`src/logic/video_pkg.sv`:
```
////////////////////////////////////////
// video package
// raster constants, field widths and the
// shared structs of the XVGA video path
////////////////////////////////////////
`default_nettype none

package video_pkg;

   // field widths
   localparam int H_W = 11;
   localparam int V_W = 10;
   localparam int ADDR_W = 19;
   localparam int PIX_W = 18;
   localparam int LANE_W = 9;
   localparam int LANES = 4;
   localparam int DEBOUNCE_CYCLES = 64;
   localparam int DEBOUNCE_W = $clog2(DEBOUNCE_CYCLES);

   typedef logic [H_W-1:0] hcount_t;
   typedef logic [V_W-1:0] vcount_t;
   typedef logic [ADDR_W-1:0] vram_addr_t;
   typedef logic [PIX_W-1:0] pixel18_t;
   typedef logic [1:0] filter_opt_t;
   typedef logic [DEBOUNCE_W-1:0] debounce_cnt_t;

   ////////////////////////////////////////
   // raster points, 1024 x 768 at 60 Hz
   ////////////////////////////////////////
   localparam hcount_t H_ACTIVE = 11'd1024;
   localparam hcount_t H_SYNC_ON = 11'd1048;
   localparam hcount_t H_SYNC_OFF = 11'd1184;
   localparam hcount_t H_TOTAL = 11'd1344;
   localparam vcount_t V_ACTIVE = 10'd768;
   localparam vcount_t V_SYNC_ON = 10'd777;
   localparam vcount_t V_SYNC_OFF = 10'd783;
   localparam vcount_t V_TOTAL = 10'd806;

   // memory read forecast distance in pixels
   localparam hcount_t FETCH_AHEAD = 11'd8;

   // inclusive frame window
   localparam hcount_t FRAME_H_MIN = 11'd35;
   localparam hcount_t FRAME_H_MAX = 11'd743;
   localparam vcount_t FRAME_V_MIN = 10'd79;
   localparam vcount_t FRAME_V_MAX = 10'd563;

   // last count of a stable button level
   localparam debounce_cnt_t DEBOUNCE_LAST = debounce_cnt_t'(DEBOUNCE_CYCLES - 1);

   typedef struct packed {
      hcount_t hcount;
      vcount_t vcount;
      logic hsync;
      logic vsync;
      logic blank;
   } raster_t;

   // upper pixel goes out first
   typedef struct packed {
      pixel18_t hi;
      pixel18_t lo;
   } pixel_pair_t;

   // one memory word, pixels on read, pattern lanes on write
   typedef union packed {
      pixel_pair_t pix;
      logic [LANES-1:0][LANE_W-1:0] lane;
   } vram_word_u;

   typedef struct packed {
      vram_addr_t addr;
      logic we;
      vram_word_u wdata;
   } vram_req_t;

   typedef struct packed {
      logic [7:0] red;
      logic [7:0] green;
      logic [7:0] blue;
      logic hsync;
      logic vsync;
      logic blank_b;
   } vga_out_t;

endpackage

`default_nettype wire

```
`src/logic/display_timing.sv`:
```
////////////////////////////////////////
// display timing
// XVGA raster counters over a 1344 x 806
// total, active-low syncs and blank
////////////////////////////////////////
`timescale 1ns/1ps
`default_nettype none

module display_timing (
   input wire logic clk,
   input wire logic rst_n,
   output video_pkg::raster_t raster
);

   video_pkg::hcount_t hcount;
   video_pkg::vcount_t vcount;
   logic hsync;
   logic vsync;
   logic hblank;
   logic vblank;
   logic blank;

   // line and frame events, all on the last cycle of something
   logic hreset;
   logic hblank_on;
   logic hsync_on;
   logic hsync_off;
   logic vreset;
   logic vblank_on;
   logic vsync_on;
   logic vsync_off;
   logic next_hblank;
   logic next_vblank;

   assign hreset = (hcount == video_pkg::H_TOTAL - 1'b1);
   assign hblank_on = (hcount == video_pkg::H_ACTIVE - 1'b1);
   assign hsync_on = (hcount == video_pkg::H_SYNC_ON - 1'b1);
   assign hsync_off = (hcount == video_pkg::H_SYNC_OFF - 1'b1);

   // vertical events fire at the line end
   assign vreset = hreset && (vcount == video_pkg::V_TOTAL - 1'b1);
   assign vblank_on = hreset && (vcount == video_pkg::V_ACTIVE - 1'b1);
   assign vsync_on = hreset && (vcount == video_pkg::V_SYNC_ON - 1'b1);
   assign vsync_off = hreset && (vcount == video_pkg::V_SYNC_OFF - 1'b1);

   assign next_hblank = hreset ? 1'b0 : (hblank_on ? 1'b1 : hblank);
   assign next_vblank = vreset ? 1'b0 : (vblank_on ? 1'b1 : vblank);

   always_ff @(posedge clk) begin
      if (!rst_n) begin
         hcount <= '0;
         vcount <= '0;
         hsync <= 1'b1;
         vsync <= 1'b1;
         hblank <= 1'b0;
         vblank <= 1'b0;
         blank <= 1'b0;
      end else begin
         hcount <= hreset ? '0 : hcount + 1'b1;
         if (hreset) begin
            vcount <= vreset ? '0 : vcount + 1'b1;
         end
         // active low, held between on and off events
         hsync <= hsync_on ? 1'b0 : (hsync_off ? 1'b1 : hsync);
         vsync <= vsync_on ? 1'b0 : (vsync_off ? 1'b1 : vsync);
         hblank <= next_hblank;
         vblank <= next_vblank;
         blank <= next_vblank | (next_hblank & ~hreset);
      end
   end

   assign raster = '{hcount: hcount, vcount: vcount, hsync: hsync, vsync: vsync, blank: blank};

   a_raster_range: assert property (@(posedge clk) disable iff (!rst_n)
      (hcount < video_pkg::H_TOTAL) && (vcount < video_pkg::V_TOTAL))
      else $error("raster counter out of range");

endmodule

`default_nettype wire

```
`src/logic/vram_fetch.sv`:
```
////////////////////////////////////////
// video memory fetch
// forecasts the read address 8 pixels
// ahead and unpacks two pixels per word
////////////////////////////////////////
`timescale 1ns/1ps
`default_nettype none

module vram_fetch (
   input wire logic clk,
   input wire logic rst_n,
   input video_pkg::raster_t raster,
   input video_pkg::vram_word_u rdata,
   output video_pkg::vram_addr_t rd_addr,
   output video_pkg::pixel18_t pixel
);

   localparam video_pkg::hcount_t H_WRAP = video_pkg::H_TOTAL - video_pkg::FETCH_AHEAD;

   video_pkg::hcount_t hcount_f;
   video_pkg::vcount_t vcount_f;
   logic line_wrap;
   video_pkg::vram_word_u word_latched;
   video_pkg::vram_word_u word_shown;

   ////////////////////////////////////////
   // address forecast
   ////////////////////////////////////////

   // near the line end the forecast lands on the next line
   assign line_wrap = (raster.hcount >= H_WRAP);
   assign hcount_f = line_wrap ? raster.hcount - H_WRAP : raster.hcount + video_pkg::FETCH_AHEAD;

   always_comb begin
      vcount_f = raster.vcount;
      if (line_wrap) begin
         // and past the last line onto line 0
         if (raster.vcount == video_pkg::V_TOTAL - 1'b1) begin
            vcount_f = '0;
         end else begin
            vcount_f = raster.vcount + 1'b1;
         end
      end
   end

   // one word holds a pixel pair, so the pixel count is halved
   assign rd_addr = {vcount_f, hcount_f[9:1]};

   ////////////////////////////////////////
   // word capture and unpack
   ////////////////////////////////////////
   always_ff @(posedge clk) begin
      // returning word is caught on even pixels
      if (!raster.hcount[0]) begin
         word_latched <= rdata;
      end
      // and moved to the display register on odd ones
      if (raster.hcount[0]) begin
         word_shown <= word_latched;
      end
   end

   // upper half on even pixels, lower half on odd
   assign pixel = raster.hcount[0] ? word_shown.pix.lo : word_shown.pix.hi;

   a_fetch_line: assert property (@(posedge clk) disable iff (!rst_n)
      rd_addr[18:9] < video_pkg::V_TOTAL)
      else $error("forecast line out of range");

endmodule

`default_nettype wire

```
`src/logic/vram_port.sv`:
```
////////////////////////////////////////
// video memory port
// writes a counter pattern during blank
// and passes display reads otherwise
////////////////////////////////////////
`timescale 1ns/1ps
`default_nettype none

module vram_port (
   input wire logic clk,
   input wire logic rst_n,
   input video_pkg::raster_t raster,
   input video_pkg::vram_addr_t rd_addr,
   input wire logic pattern_fine,
   output video_pkg::vram_req_t req
);

   logic [31:0] pat_count;
   logic [3:0] pat_nibble;
   logic [video_pkg::LANE_W-1:0] pat_lane;

   // free-running pattern counter
   always_ff @(posedge clk) begin
      if (!rst_n) begin
         pat_count <= '0;
      end else begin
         pat_count <= pat_count + 32'd1;
      end
   end

   ////////////////////////////////////////
   // pattern word
   ////////////////////////////////////////

   // fine stripes use the lower counter bits
   assign pat_nibble = pattern_fine ? pat_count[6:3] : pat_count[7:4];

   // top lane bit unused, low four bits stay zero
   assign pat_lane = {1'b0, pat_nibble, 4'b0000};

   ////////////////////////////////////////
   // request mux
   ////////////////////////////////////////
   always_comb begin
      // same lane pattern repeated across the word
      for (int i = 0; i < video_pkg::LANES; i++) begin
         req.wdata.lane[i] = pat_lane;
      end
      // writes own the bus whenever the screen is blank
      req.we = raster.blank;
      if (raster.blank) begin
         req.addr = pat_count[18:0];
      end else begin
         // display reads the rest of the time
         req.addr = rd_addr;
      end
   end

endmodule

`default_nettype wire

```
`src/logic/filter_command.sv`:
```
////////////////////////////////////////
// filter command
// debounced pushbutton that latches the
// filter option from the switches
////////////////////////////////////////
`timescale 1ns/1ps
`default_nettype none

module filter_command (
   input wire logic clk,
   input wire logic rst_n,
   input wire logic button_n,
   input wire logic [3:0] command,
   output video_pkg::filter_opt_t option
);

   logic btn_meta;
   logic btn_sync;
   logic btn_sample;
   logic btn_clean;
   logic btn_clean_d;
   video_pkg::debounce_cnt_t stable_cnt;
   logic press;
   logic is_filter_cmd;

   ////////////////////////////////////////
   // debounce
   ////////////////////////////////////////
   always_ff @(posedge clk) begin
      if (!rst_n) begin
         btn_meta <= 1'b0;
         btn_sync <= 1'b0;
         btn_sample <= 1'b0;
         btn_clean <= 1'b0;
         btn_clean_d <= 1'b0;
         stable_cnt <= '0;
      end else begin
         // button is active low, bring it in pressed high
         btn_meta <= ~button_n;
         btn_sync <= btn_meta;
         if (btn_sync != btn_sample) begin
            // any bounce restarts the stable count
            btn_sample <= btn_sync;
            stable_cnt <= '0;
         end else if (stable_cnt == video_pkg::DEBOUNCE_LAST) begin
            btn_clean <= btn_sample;
         end else begin
            stable_cnt <= stable_cnt + 1'b1;
         end
         btn_clean_d <= btn_clean;
      end
   end

   // one cycle pulse on the clean rising edge
   assign press = btn_clean & ~btn_clean_d;

   // command 01 in the upper switch pair selects the filter
   assign is_filter_cmd = (command[3:2] == 2'b01);

   ////////////////////////////////////////
   // option register
   ////////////////////////////////////////
   always_ff @(posedge clk) begin
      if (!rst_n) begin
         option <= '0;
      end else if (press && is_filter_cmd) begin
         option <= command[1:0];
      end
   end

   a_option_on_press: assert property (@(posedge clk) disable iff (!rst_n)
      !press |=> $stable(option))
      else $error("filter option changed without a press");

endmodule

`default_nettype wire

```
`src/logic/pixel_filter.sv`:
```
////////////////////////////////////////
// pixel filter
// frame window, colour option and the
// registered VGA outputs
////////////////////////////////////////
`timescale 1ns/1ps
`default_nettype none

module pixel_filter (
   input wire logic clk,
   input wire logic rst_n,
   input video_pkg::raster_t raster,
   input video_pkg::pixel18_t pixel,
   input video_pkg::filter_opt_t option,
   output video_pkg::vga_out_t vga
);

   logic [7:0] red_x;
   logic [7:0] green_x;
   logic [7:0] blue_x;
   logic [7:0] red_f;
   logic [7:0] green_f;
   logic [7:0] blue_f;
   logic in_frame;

   // 6:6:6 to 8:8:8, two zero bits below
   assign red_x = {pixel[17:12], 2'b00};
   assign green_x = {pixel[11:6], 2'b00};
   assign blue_x = {pixel[5:0], 2'b00};

   // inclusive window on both axes
   assign in_frame = (raster.hcount >= video_pkg::FRAME_H_MIN)
                   && (raster.hcount <= video_pkg::FRAME_H_MAX)
                   && (raster.vcount >= video_pkg::FRAME_V_MIN)
                   && (raster.vcount <= video_pkg::FRAME_V_MAX);

   ////////////////////////////////////////
   // colour option
   ////////////////////////////////////////
   always_comb begin
      red_f = red_x;
      green_f = green_x;
      blue_f = blue_x;
      case (option)
         2'd1: begin
            // inverted on the full 8 bits, low bits end up 11
            red_f = ~red_x;
            green_f = ~green_x;
            blue_f = ~blue_x;
         end
         2'd2: begin
            green_f = '0;
            blue_f = '0;
         end
         2'd3: begin
            // grey from the green channel
            red_f = green_x;
            blue_f = green_x;
         end
         default: begin
         end
      endcase
      // outside the window everything is black, also when inverted
      if (!in_frame) begin
         red_f = '0;
         green_f = '0;
         blue_f = '0;
      end
   end

   ////////////////////////////////////////
   // output register
   ////////////////////////////////////////
   always_ff @(posedge clk) begin
      if (!rst_n) begin
         vga <= '{red: 8'd0, green: 8'd0, blue: 8'd0,
                  hsync: 1'b1, vsync: 1'b1, blank_b: 1'b0};
      end else begin
         vga.red <= red_f;
         vga.green <= green_f;
         vga.blue <= blue_f;
         // syncs and blank ride along one cycle with the colour
         vga.hsync <= raster.hsync;
         vga.vsync <= raster.vsync;
         vga.blank_b <= ~raster.blank;
      end
   end

endmodule

`default_nettype wire

```
`src/logic/video_top.sv`:
```
////////////////////////////////////////
// video top
// XVGA raster, video memory fetch and
// pattern write, filter and VGA outputs
////////////////////////////////////////
`timescale 1ns/1ps
`default_nettype none

module video_top (
   input wire logic clk,
   input wire logic rst_n,
   input wire logic button0,
   input wire logic [7:0] switch,
   input video_pkg::vram_word_u vram_rdata,
   output video_pkg::vram_req_t vram_req,
   output video_pkg::vga_out_t vga
);

   video_pkg::raster_t raster;
   video_pkg::vram_addr_t rd_addr;
   video_pkg::pixel18_t pixel;
   video_pkg::filter_opt_t option;

   ////////////////////////////////////////
   // raster and memory
   ////////////////////////////////////////
   display_timing u_timing (
      .clk    (clk),
      .rst_n  (rst_n),
      .raster (raster)
   );

   vram_fetch u_fetch (
      .clk     (clk),
      .rst_n   (rst_n),
      .raster  (raster),
      .rdata   (vram_rdata),
      .rd_addr (rd_addr),
      .pixel   (pixel)
   );

   // switch 5 picks the finer pattern stripes
   vram_port u_port (
      .clk          (clk),
      .rst_n        (rst_n),
      .raster       (raster),
      .rd_addr      (rd_addr),
      .pattern_fine (switch[5]),
      .req          (vram_req)
   );

   ////////////////////////////////////////
   // filter control and output
   ////////////////////////////////////////

   // low switch nibble is the command, button0 locks it in
   filter_command u_command (
      .clk      (clk),
      .rst_n    (rst_n),
      .button_n (button0),
      .command  (switch[3:0]),
      .option   (option)
   );

   pixel_filter u_filter (
      .clk    (clk),
      .rst_n  (rst_n),
      .raster (raster),
      .pixel  (pixel),
      .option (option),
      .vga    (vga)
   );

endmodule

`default_nettype wire

```
`config.mk`:
```
export PLATFORM = sky130hd
export DESIGN_NAME = video_top
export DESIGN_NICKNAME = d
export VERILOG_FILES = /design/src/logic/video_pkg.sv /design/src/logic/display_timing.sv /design/src/logic/vram_fetch.sv /design/src/logic/vram_port.sv /design/src/logic/filter_command.sv /design/src/logic/pixel_filter.sv /design/src/logic/video_top.sv
export SDC_FILE = /design/constraint.sdc
export NUM_CORES = 1
export LEC_CHECK = 0
export ABC_AREA = 1
export BUFFER_PORTS_ARGS = -buffer_cell sky130_fd_sc_hd__buf_2
export CAP_MARGIN = 15
export CORE_ASPECT_RATIO = 1.75
export CORE_MARGIN = 3
export CORE_UTILIZATION = 40
export CTS_CLUSTER_SIZE = 16
export DETAILED_ROUTE_END_ITERATION = 6
export GPL_ROUTABILITY_DRIVEN = 0
export PLACE_DENSITY_LB_ADDON = 0.2
export SLEW_MARGIN = 20
export SYNTH_ARGS = -nofsm -noshare
export SYNTH_HDL_FRONTEND = slang
export SYNTH_HIERARCHICAL = 1
export SYNTH_SLANG_ARGS = --single-unit
```
`constraint.sdc`:
```
create_clock -name clk -period 5.3 [get_ports clk]
set_clock_uncertainty 0.2 [all_clocks]
set_input_delay 0.265 -clock clk [delete_from_list [all_inputs] [get_ports clk]]
set_output_delay 0.265 -clock clk [all_outputs]
set_load 0.01 [all_outputs]
```
Word level (Yosys, flattened, before mapping)
Cells that the tools add are included.

operators by class
  bitwise operators = 12
  reduce and logical (&&, ||, !) cells = 14
  multiply operators = 0
  order comparisons = 5
  mux-type cells = 18
  equality and inequality tests = 14
  shift operators = 0
  divide/modulo/power cells = 0
  add/sub/neg operators = 6

operator list
  cell                                                                 number
  equality test 10 bit (second input constant)                         4
  two-way mux 10 bit                                                   4
  equality test 11 bit (second input constant)                         3
  adder 32 x 1 -> 32 bit (second input constant)                       1
  case mux 8 bit (2 select lines)                                      2
  inverter 8 bit                                                       3
  case mux 8 bit (3 select lines)                                      1
  two-way mux 19 bit                                                   1
  two-way mux 18 bit                                                   1
  adder 11 x 1 -> 11 bit (second input constant)                       1
  equality test 11 x 10 -> 1 bit (second input constant)               1
  greater-or-equal comparator 11 bit (second input constant)           1
  greater-or-equal comparator 11 x 6 -> 1 bit (second input constant)  1
  <= comparator 11 x 10 -> 1 bit (second input constant)               1
  adder 10 x 1 -> 10 bit (second input constant)                       1
  adder 10 x 4 -> 10 bit (second input constant)                       1
  greater-or-equal comparator 10 x 7 -> 1 bit (second input constant)  1
  <= comparator 10 bit (second input constant)                         1
  subtractor 10 x 9 -> 10 bit (second input constant)                  1
  logical AND 1 bit                                                    8
  two-way mux 1 bit                                                    8
  adder 6 x 1 -> 6 bit (second input constant)                         1
  equality test 6 bit (second input constant)                          1
  inverter 1 bit                                                       6
  9 further kinds                                                      15

word-level totals
  input bits = 47
  bits in writable memories = 0
  output and inout port bits = 83
  latch bits = 0
  register bits = 170
  ROM bits = 0
  word-level logic and storage cells = 92
  memories kept = 0

Depth between registers and ports, before layout
Gate-level depths: netlist of the first run.

  depth in word-level cells = 5
  mapped depth = 18

Cells and area by module
The synthesis of the first run kept the hierarchy.

by module, submodules not included
  module          instances  cells each  sequential area each (sq um)  area an instance (sq um)
  vram_fetch      1          253         2162.1                        3022.9
  display_timing  1          215         520.5                         1441.4
  vram_port       1          218         380.4                         1432.6
  pixel_filter    1          145         440.4                         1158.6
  filter_command  1          78          260.2                         553.0

Worst setup path after synthesis of the first run
OpenSTA, ideal clock, no wires.

  path type = flip-flop to output port
  start = reg u_timing.hcount[0]
  end = out vram_req[45] (netlist bit)
  arrival time = 2.666 ns
  path buffers = 0
  stages on the path, launching flop included = 17
  slack = 2.169 ns
  required time = 4.835 ns
  cells stage by stage = dfxtp_1 nor2_1 nand3_2 nand2_4 nand2_2 nand2_2 ha_1 nand3_1 nand2_1 nand2_1 nand2_1 nand2_1 inv_1 nand2_1 nand2_1 nor2_1 a21oi_1

RTL lines
  what                    line                  text
  from (decl)             display_timing.sv:15  video_pkg::hcount_t hcount;
  from (signal assigned)  display_timing.sv:59  hcount <= hreset ? '0 : hcount + 1'b1;
  to (decl)               video_top.sv:15       output video_pkg::vram_req_t vram_req,

==> impl_metrics.yaml, run 1 <==
job:
  maxCapViolations: 0
placement:
  io_buffers: 106
  dpl.hpwl_um: 12700
  place_area_mm2: 0.00811
power_and_ir_drop:
  finalPower_w: 0.00252
  ir_drop_v: 0.000219
  switching_share_pct: 23.3
  p_per_area_mw_per_mm2: 278
  leakage_nw: 3.94
  power.share.sequential_pct: 51.4
  p_comb_share_pct: 5.6
  p_sw_w: 0.000587
  p_clk_share_pct: 43.0
  p_int_w: 0.00193
floorplanning:
  dieArea_mm2: 0.0208
  rows: 66
  core_area_mm2: 0.0187
  die_w_um: 110
  die_h_um: 188
  initial_core_util_pct: 40.8
  ioPinCount: 130
yosys:
  synthCells: 909
  synth.distinct_cells: 39
  synth-warning-count: 6
  synth_area_mm2: 0.00761
  synth.avg_cell_area_um2: 8.37
  synth_seq_cells: 152
  yosysSeqAreaShare_pct: 49.5
global_routing:
  track_usage_pct: 17.5
  grt_start_max_net_pins: 61
  grt_pass1_vias: 5857
  grt_overflow: 0
  grt_pass1_wl_um: 27900
  antenna_found_initial: 0
cells_and_area:
  drive_gt1_share_pct: 19.6
  syn2layout_area_growth_pct: 19.2
  fill_cells: 1856
  antennaDiodeCount: 0
  ff_latch_area_mm2: 0.00376
  multi_input_area_mm2: 0.00308
  final_nets: 1104
  design_area_mm2: 0.00907
routing:
  route.detailed.drc: 0
  wl_per_cell_um: 13.6
  detail-route-antenna-nets: 0
  first_iter_violations: 255
  viasPerCell: 4.71
  dr.pass1.iters: 4
  routed-via-count: 6079
  routed_wl_um: 17500
timing:
  drv_slew: 0
  hold_slack_ns: 0.0530
  layout_min_cycle_time_ns: 3.54
  period_share_pct: 66.8
  rsz0062_at_grt: "false"
  hold_viol_final: 0
  relSlewSlack_pct: 53.3
  worstMarginPinSlew_ns: 0.700
  fmax_ghz: 0.283
  finalSetupViolations: 0
  final.setup.tns_ns: 0
setup_path:
  crit_top_cell: "nand2_1"
  cp_top_family: "simple AND/OR/NAND/NOR gates"
  reg2reg_depth: 9
  end_kind: "output port"
  crit_cells: 18
  cpMaxStageDelayCell: "buf_4"
  max_stage_delay_ns: 0.55
  crit_arrival_ns: 3.07
  crit_buf_inv: 3
  crit_path_start_kind: "flip-flop"
  crit_required_ns: 4.84
  cp_cell_sequence: "buf_4 -> nor2_1 -> nand3_2 -> nand2_4 -> nand2_2 -> nand2_2 -> ha_1 -> nand3_1 -> nand2_1 -> nand2_1 -> nand2_1 -> nand2_1 -> inv_1 -> nand2_1 -> nand2_1 -> nor2_1 -> a21oi_1 -> buf_2"
  worstSetupPathType: "reg2out"
  critPathMaxFanout: 60
run_status:
  outcome: "finished clean"
clock_network:
  cts_sinks: 152
  path_clk_slew_ns: 0.06
  cts_max_path_buffers: 2
  numCtsBuffers: 17
  cts_tree: "done"
  root_buffer: "clkbuf_16"
  htreeDepth: 4
  clk_latency_ns: 0.43
min_path:
  min_path_cells: 2
  hold_class: "in2reg"
## cell families after synthesis
logic type | synth area share [%]
AO/OA/AOI/OAI | 7.58
XOR/XNOR | 0.921
adder cells (fa/ha/maj) | 2.63
buffers and inverters | 10.9
flip-flops | 49.5
multiplexers | 1.38
other | 0.0493
AND/OR/NAND/NOR | 27.0
## cells in the final DEF, fill, tap and decap left out, types with 7 or more instances in the layout
cell type,netlist,routed
a21oi_1,58,58
buf_2,7,106
clkbuf_16,0,17
conb_1,1,20
dfxtp_1,80,79
dlygate4sd3_1,0,43
edfxtp_1,72,72
ha_1,16,16
inv_1,99,99
inv_2,7,8
nand2_1,222,222
nand2_2,9,9
nand3_1,38,38
nand4_1,12,12
nor2_1,111,111
nor2_2,12,12
nor2_4,17,17
nor3_1,9,9
o21ai_0,20,20
o21ai_1,10,10
o22ai_1,13,13
xor2_1,7,7
## worst paths after layout
check | startpoint | endpoint | slack (ns)
max | u_timing/hcount[0]$_SDFF_PP0_ | vram_req[45] | 1.76
min | rst_n | u_timing/vsync$_SDFFE_PN1P_ | 0.05
max reg2reg | u_timing/hcount[0]$_SDFF_PP0_ | u_filter/vga[25]$_SDFF_PN0_ | 2.61
min reg2reg | u_fetch/word_latched[16]$_DFFE_PN_ | u_fetch/word_shown[16]$_DFFE_PP_ | 0.21
## Yosys cell counts, drive strengths merged
library cell,n,area share [%]
or2,3,0.25
conb,1,0.049
nand2,237,13
mux2i,6,0.79
o21bai,3,0.30
edfxtp,72,28
xor2,7,0.81
nand3,44,3.3
nor2,140,9.0
clkinv,2,0.099
mux2,4,0.59
buf,56,5.5
o22ai,13,1.1
dfxtp,80,21
clkbuf,2,0.099
and2,1,0.082
nor3,9,0.59
a211oi,1,0.099
nand4,12,0.99
and3,1,0.082
a21oi,59,4.0
xnor2,1,0.12
nand3b,2,0.20
inv,106,5.2
o21ai,31,2.1
ha,16,2.6
## registers in the layout (all words and copies together), names as in the netlist
name                   flops
u_command/stable_cnt       6
u_fetch/word_shown        36
u_command/btn_sample       1
u_timing/hcount           11
u_timing/hsync             1
u_timing/vblank            1
u_command/btn_clean        1
u_timing/hblank            1
u_timing/vsync             1
u_timing/blank             1
u_timing/vcount           10
u_filter/vga              22
u_command/btn_sync         1
u_port/pat_count          19
u_command/option           2
u_command/btn_clean_d      1
u_fetch/word_latched      36
u_command/btn_meta         1
## timing repair
action | CTS | global route
hold endpoints to repair | 39 | 0
gates resized for setup | 0 | 0
hold buffers | 43 | 0
setup buffers | 0 | 0
setup endpoints to repair | 0 | 0
## power groups by stage
| stage | sequential (W) | combinational, W | clock, W |
|---|---|---|---|
| finish | 0.00130 | 0.000141 | 0.00108 |
| global route | 0.00130 | 0.000160 | 0.00117 |
| CTS | 0.00130 | 0.000143 | 0.00112 |
| detailed placement | 0.00132 | 0.000119 | 0 |
| global placement | 0.00132 | 0.000118 | 0 |
| floorplan | 0.00132 | 0.0000818 | 0 |
## stage by stage
step / util [%] / setup WS, ns / instances
floorplan: - / 2.17 / 928
global placement: 43.4 / 2.19 / 1217
detailed placement: 43.4 / 2.19 / 1217
CTS: 48.6 / 1.72 / 1292
global route: 48.6 / 1.35 / 1292
finish: 48.6 / 1.76 / 1292
## layout make-up
class,count,share of cell area (%)
clock inverter,13,1.08
clock buffer,19,4.78
timing repair buffer,152,10.8
inverter,108,4.47
tap,238,3.28
multi-input combinational,610,34.0
sequential,152,41.5
## routing by layer
| metal | vias up | GRT usage, % | wire length, um | share of wire [%] |
|---|---|---|---|---|
| met2 | 117 | 34.3 | 10100 | 57 |
| met4 | 0 | 7.54 | 516 | 2.9 |
| met5 | - | 0 | 0 | 0 |
| met1 | 2804 | 16.9 | 6340 | 36 |
| li1 | 3129 | - | - | - |
| met3 | 29 | 3.57 | 586 | 3.3 |
## worst register-to-register path, delay by kind of cell (launching register included)
family / cells / cell delay (ns)
flops: 1 / 0.31
buf+inv: 4 / 1.46
compound gates: 2 / 0.36
simple gates: 3 / 0.24
No activity file was read; power rests on OpenSTA's default activity.
==> run 2: changes to the inputs <==
Clock period 5.3 ns to 3.57 ns, I/O delays scaled along.
==> run 2 against run 1 <==
  * Sequential share of layout area fell by 0.40 points
  * Non-clock buffer count rose by 5
  * Combinational power increased by 50%
  * Largest cell class unchanged
==> impl_metrics.yaml, run 2 (synthesized netlist as in run 1, its figures left out) <==
setup_path:
  rrSetupSlack_ns: 1.50
  r2r_start: "u_command/btn_clean_d$_SDFF_PN0_"
  crit_arrival_ns: 2.79
  worstSetupPathType: "reg2out"
  reg2reg_to: "u_command/option[0]$_SDFFE_PN0P_"
  cp_cell_sequence: "nand2_1 -> inv_2 -> nand3_2 -> nand2_4 -> nand2_2 -> nand2_2 -> ha_1 -> nand3_1 -> nand2_1 -> nand2_1 -> nand2_1 -> nand2_1 -> nand3_1 -> nand2_1 -> nor2_1 -> a21oi_1 -> buf_2"
  crit_path_start_kind: "flip-flop"
  critPathMaxFanout: 13
  max_stage_delay_ns: 0.59
  crit_required_ns: 3.19
  cpMaxStageDelayCell: "dfxtp_1"
  reg2reg_depth: 5
  crit_top_cell: "nand2_1"
  end_kind: "output port"
routing:
  viasPerCell: 4.70
  wl_per_cell_um: 13.8
  dr.pass1.iters: 5
  route.detailed.drc: 0
  detail-route-antenna-nets: 0
  routed_wl_um: 17900
  routed-via-count: 6093
  first_iter_violations: 245
global_routing:
  grt_start_max_net_pins: 55
  grt_pass1_wl_um: 28100
  track_usage_pct: 17.7
  grt_overflow: 0
  antenna_found_initial: 0
  grt_pass1_vias: 5948
floorplanning:
  dieArea_mm2: 0.0208
  ioPinCount: 130
  rows: 66
  initial_core_util_pct: 40.8
  die_w_um: 110
  die_h_um: 188
  core_area_mm2: 0.0187
cells_and_area:
  syn2layout_area_growth_pct: 20.4
  fill_cells: 1864
  layout_commonest_cell: "nand2_1"
  design_area_mm2: 0.00916
  finish.utilization_pct: 49.1
  drive_gt1_share_pct: 20.2
  antennaDiodeCount: 0
  multi_input_area_mm2: 0.00308
  layout_common_cells: "nand2_1 (222), nor2_1 (111), buf_2 (106)"
  reg_top3: "u_fetch/word_latched: 36 flops, u_fetch/word_shown: 36 flops, u_filter/vga: 22 flops"
  ff_latch_area_mm2: 0.00377
  final_nets: 1109
clock_network:
  path_clk_slew_ns: 0.06
  htreeDepth: 4
  postCtsSetupBuffers: 0
  cts_sinks: 152
  cts_max_path_buffers: 2
  root_buffer: "clkbuf_16"
  cts_tree: "done"
  clk_latency_ns: 0.43
  numCtsBuffers: 17
timing:
  worstMarginPinSlew_ns: 0.906
  fmax_ghz: 0.315
  final.setup.tns_ns: 0
  period_share_pct: 88.8
  setup_ws_ns: 0.400
  relSlewSlack_pct: 39.5
  hold_viol_final: 0
  finalSetupViolations: 0
  rsz0062_at_grt: "false"
  layout_min_cycle_time_ns: 3.17
  drv_slew: 0
placement:
  io_buffers: 106
  dpl.hpwl_um: 13000
  place_area_mm2: 0.00814
  post-place-ws_ns: 0.726
power_and_ir_drop:
  ir_drop_v: 0.000285
  p_int_w: 0.00300
  p_sw_w: 0.000879
  p_clk_share_pct: 45.0
  p_comb_share_pct: 5.5
  finalPower_w: 0.00388
  leakage_nw: 4.00
  p_per_area_mw_per_mm2: 424
  power.share.sequential_pct: 49.6
  switching_share_pct: 22.6
min_path:
  min_path_cells: 2
  hold_class: "reg2reg"
  min-delay-start: "u_command/btn_meta$_SDFF_PN0_"
  whs_endpoint: "u_command/btn_sync$_SDFF_PN0_"
job:
  maxCapViolations: 0
run_status:
  outcome: "finished clean"
==> run 2: metal layers <==
metal  track usage [%]  vias up  routed length [um]
met1              16.5     2774                6510
met2              34.4      125               10200
met4              9.20        0                 658
met5                 0        -                   0
met3              3.77       43                 571
li1                  -     3151                   -
==> run 2: worst max path at each step <==
stage	start	end	slack [ns]	cells after the start
after floorplan	u_timing/hcount[0]$_SDFF_PP0_	vram_req[45]	0.53	16
after global placement	u_timing/hcount[3]$_SDFF_PP0_	vram_req[45]	0.74	18
after detailed placement	u_timing/hcount[3]$_SDFF_PP0_	vram_req[45]	0.73	18
after CTS	u_timing/hcount[3]$_SDFF_PP0_	vram_req[45]	0.25	18
after global routing	u_timing/hcount[5]$_SDFF_PP0_	vram_req[45]	0.05	17
final	u_timing/hcount[5]$_SDFF_PP0_	vram_req[45]	0.40	17
==> run 2: worst max-delay path: cells and delay by family (launching register included) <==
family,cells,cell delay [ns]
adders and majority gates,1,0.30
buffers and inverters,2,0.24
DFF,1,0.59
and+or+nand+nor,13,1.08
AOI/OAI and AO/OA,1,0.17
==> run 2: metrics by stage <==
step / cells / hold WS [ns]
6_report: 1297 / 0.215
2_1_floorplan: 928 / 0.0472
3_5_place_dp: 1221 / 0.157
4_1_cts: 1297 / 0.219
3_3_place_gp: 1221 / 0.156
5_1_grt: 1297 / 0.217
==> run 2: power by group through the flow <==
stage	clock network, W	registers, W	logic (W)
floorplan	0	0.00196	0.000122
global placement	0	0.00196	0.000177
finish	0.00175	0.00193	0.000212
global route	0.00188	0.00193	0.000239
CTS	0.00181	0.00193	0.000216
detailed placement	0	0.00196	0.000179
==> run 2: what timing repair did <==
action	CTS	global route
resized for setup	0	2
hold buffers	44	0
endpoints found under the setup margin	0	1
hold endpoints to repair	44	0
==> run 2: area by class of cell <==
cell class / count / share of cell area (%)
Inverter: 108 / 4.43
Tap cell: 238 / 3.25
Clock inverter: 12 / 1.27
Clock buffer: 20 / 5.09
Multi-Input combinational cell: 610 / 33.7
Timing Repair Buffer: 157 / 11.2
Sequential cell: 152 / 41.1
==> run 3: changes to the inputs <==
Settings changed: CORE_UTILIZATION 40 to 31.
==> run 3 against run 2 <==
  * Sequential power is essentially flat
  * Utilization shrank 10 points
  * Clock power is 9% higher
  * Critical path depth is 1 higher
  * Sequential share of layout area fell by 0.55 points
  * Fmax decreased by 3.8%
  * Register-to-register slack got worse by 0.03 ns
  * Combinational power about the same
  * Largest cell class unchanged
==> impl_metrics.yaml, run 3 (synthesized netlist as in run 1, its figures left out) <==
run_status:
  outcome: "finished clean"
global_routing:
  grt_pass1_vias: 5799
  grt_pass1_wl_um: 28600
  track_usage_pct: 13.9
  grt_start_max_net_pins: 55
  grt_overflow: 0
  antenna_found_initial: 0
timing:
  fmax_ghz: 0.304
  worstMarginPinSlew_ns: 0.627
  finalSetupViolations: 0
  drv_slew: 0
  rsz0062_at_grt: "false"
  relSlewSlack_pct: 58.2
  final.setup.tns_ns: 0
  layout_min_cycle_time_ns: 3.29
  period_share_pct: 92.3
  hold_viol_final: 0
cells_and_area:
  layout_commonest_cell: "nand2_1"
  reg_top3: "u_fetch/word_latched: 36 flops, u_fetch/word_shown: 36 flops, u_filter/vga: 22 flops"
  fin_cells: 1366
  layout_common_cells: "nand2_1 (222), nor2_1 (111), buf_2 (106)"
  syn2layout_area_growth_pct: 22.0
  finish.utilization_pct: 38.6
  antennaDiodeCount: 0
  drive_gt1_share_pct: 19.9
  final_nets: 1108
routing:
  routed_wl_um: 18000
  first_iter_violations: 239
  detail-route-antenna-nets: 0
  routed-via-count: 5999
  wl_per_cell_um: 13.2
  dr.pass1.iters: 5
  viasPerCell: 4.39
  route.detailed.drc: 0
setup_path:
  crit_arrival_ns: 2.92
  end_kind: "output port"
  startpoint: "u_timing/hcount[3]$_SDFF_PP0_"
  crit_required_ns: 3.19
  crit_path_start_kind: "flip-flop"
  worstSetupPathType: "reg2out"
  r2r_start: "u_command/btn_clean_d$_SDFF_PN0_"
  critPathMaxFanout: 9
clock_network:
  root_buffer: "clkbuf_16"
  htreeDepth: 4
  cts_sinks: 152
  path_clk_slew_ns: 0.06
  cts_max_path_buffers: 2
  cts_resized: 0
  clk_latency_ns: 0.44
  numCtsBuffers: 17
  cts_tree: "done"
power_and_ir_drop:
  leakage_nw: 4.02
  p_sw_w: 0.000888
  p_per_area_mw_per_mm2: 436
  p_comb_share_pct: 5.2
  ir_drop_v: 0.000307
  switching_share_pct: 22.0
  power.share.sequential_pct: 47.6
  p_clk_share_pct: 47.2
  p_int_w: 0.00315
min_path:
  hold_class: "reg2reg"
  min-delay-start: "u_fetch/word_latched[9]$_DFFE_PN_"
floorplanning:
  die_h_um: 213
  die_w_um: 124
  initial_core_util_pct: 31.7
  core_area_mm2: 0.0240
  rows: 75
  ioPinCount: 130
  dieArea_mm2: 0.0265
placement:
  io_buffers: 106
  placed_cells: 1290
  dpl.hpwl_um: 13500
job:
  maxCapViolations: 0
[run 3: cell types whose count changed in the layout (fill, tap and decap cells not counted), sizes merged]
cell,change
buf,-1
bufinv,+3
clkbuf,-3
clkinv,+1
clkinvlp,-1
[run 3: power groups by stage]
stage	registers [W]	logic (W)	clock network, W
after floorplan	0.00196	0.000122	0
after global placement	0.00196	0.000180	0
after detailed placement	0.00196	0.000180	0
after CTS	0.00193	0.000216	0.00197
after global routing	0.00193	0.000240	0.00204
final	0.00193	0.000211	0.00191
[run 3: per-stage QoR]
stage               area [um^2]  hold WS, ns  setup slack, ns  power (W)
finish                     9280        0.218            0.275    0.00404
global route               9280        0.224           0.0222    0.00421
CTS                        9280        0.218            0.228    0.00412
detailed placement         8220        0.140            0.733    0.00214
global placement           8220        0.139            0.746    0.00214
floorplan                  7680       0.0472            0.526    0.00209
[run 3: layout make-up]
cell class | count | area, um^2
Sequential cell | 152 | 3760
Inverter | 108 | 405
Clock inverter | 15 | 199
Tap cell | 308 | 385
Timing Repair Buffer | 156 | 1020
Multi-Input combinational cell | 610 | 3080
Clock buffer | 17 | 425
Fill cell | 2500 | 14700
[run 3: worst paths after layout]
kind	endpoint	slack [ns]	depth (start not counted)
worst min-delay path	u_fetch/word_shown[9]$_DFFE_PP_	0.22	0
worst max register to register	u_command/option[0]$_SDFFE_PN0P_	1.47	5
worst min register to register	u_fetch/word_shown[9]$_DFFE_PP_	0.22	0
worst max-delay path	vram_req[45]	0.28	18
[run 3: critical path, cell delays in order (launching register included)]
cell,delay (ns)
dfxtp_1,0.52
ha_1,0.27
nand2_1,0.07
nand2_1,0.09
inv_1,0.06
nand2_4,0.08
nand2_2,0.06
nand2_2,0.16
ha_1,0.30
nand3_1,0.10
nand2_1,0.08
nand2_1,0.06
nand2_1,0.05
nand2_1,0.07
nand3_1,0.08
nand2_1,0.07
nor2_1,0.04
a21oi_1,0.16
buf_2,0.16
[run 3: layer usage]
layer	vias up	global-route usage (%)	share of wire (%)
met1	2695	13.2	36
met4	0	7.76	4.2
li1	3136	-	-
met2	129	26.9	55
met5	-	0	0
met3	39	3.30	3.9
[run 3: what timing repair did]
| item | 4_1_cts | 5_1_grt |
|---|---|---|
| buffers inserted | 0 | 0 |
| hold buffers | 44 | 0 |
| hold endpoints to repair | 44 | 0 |
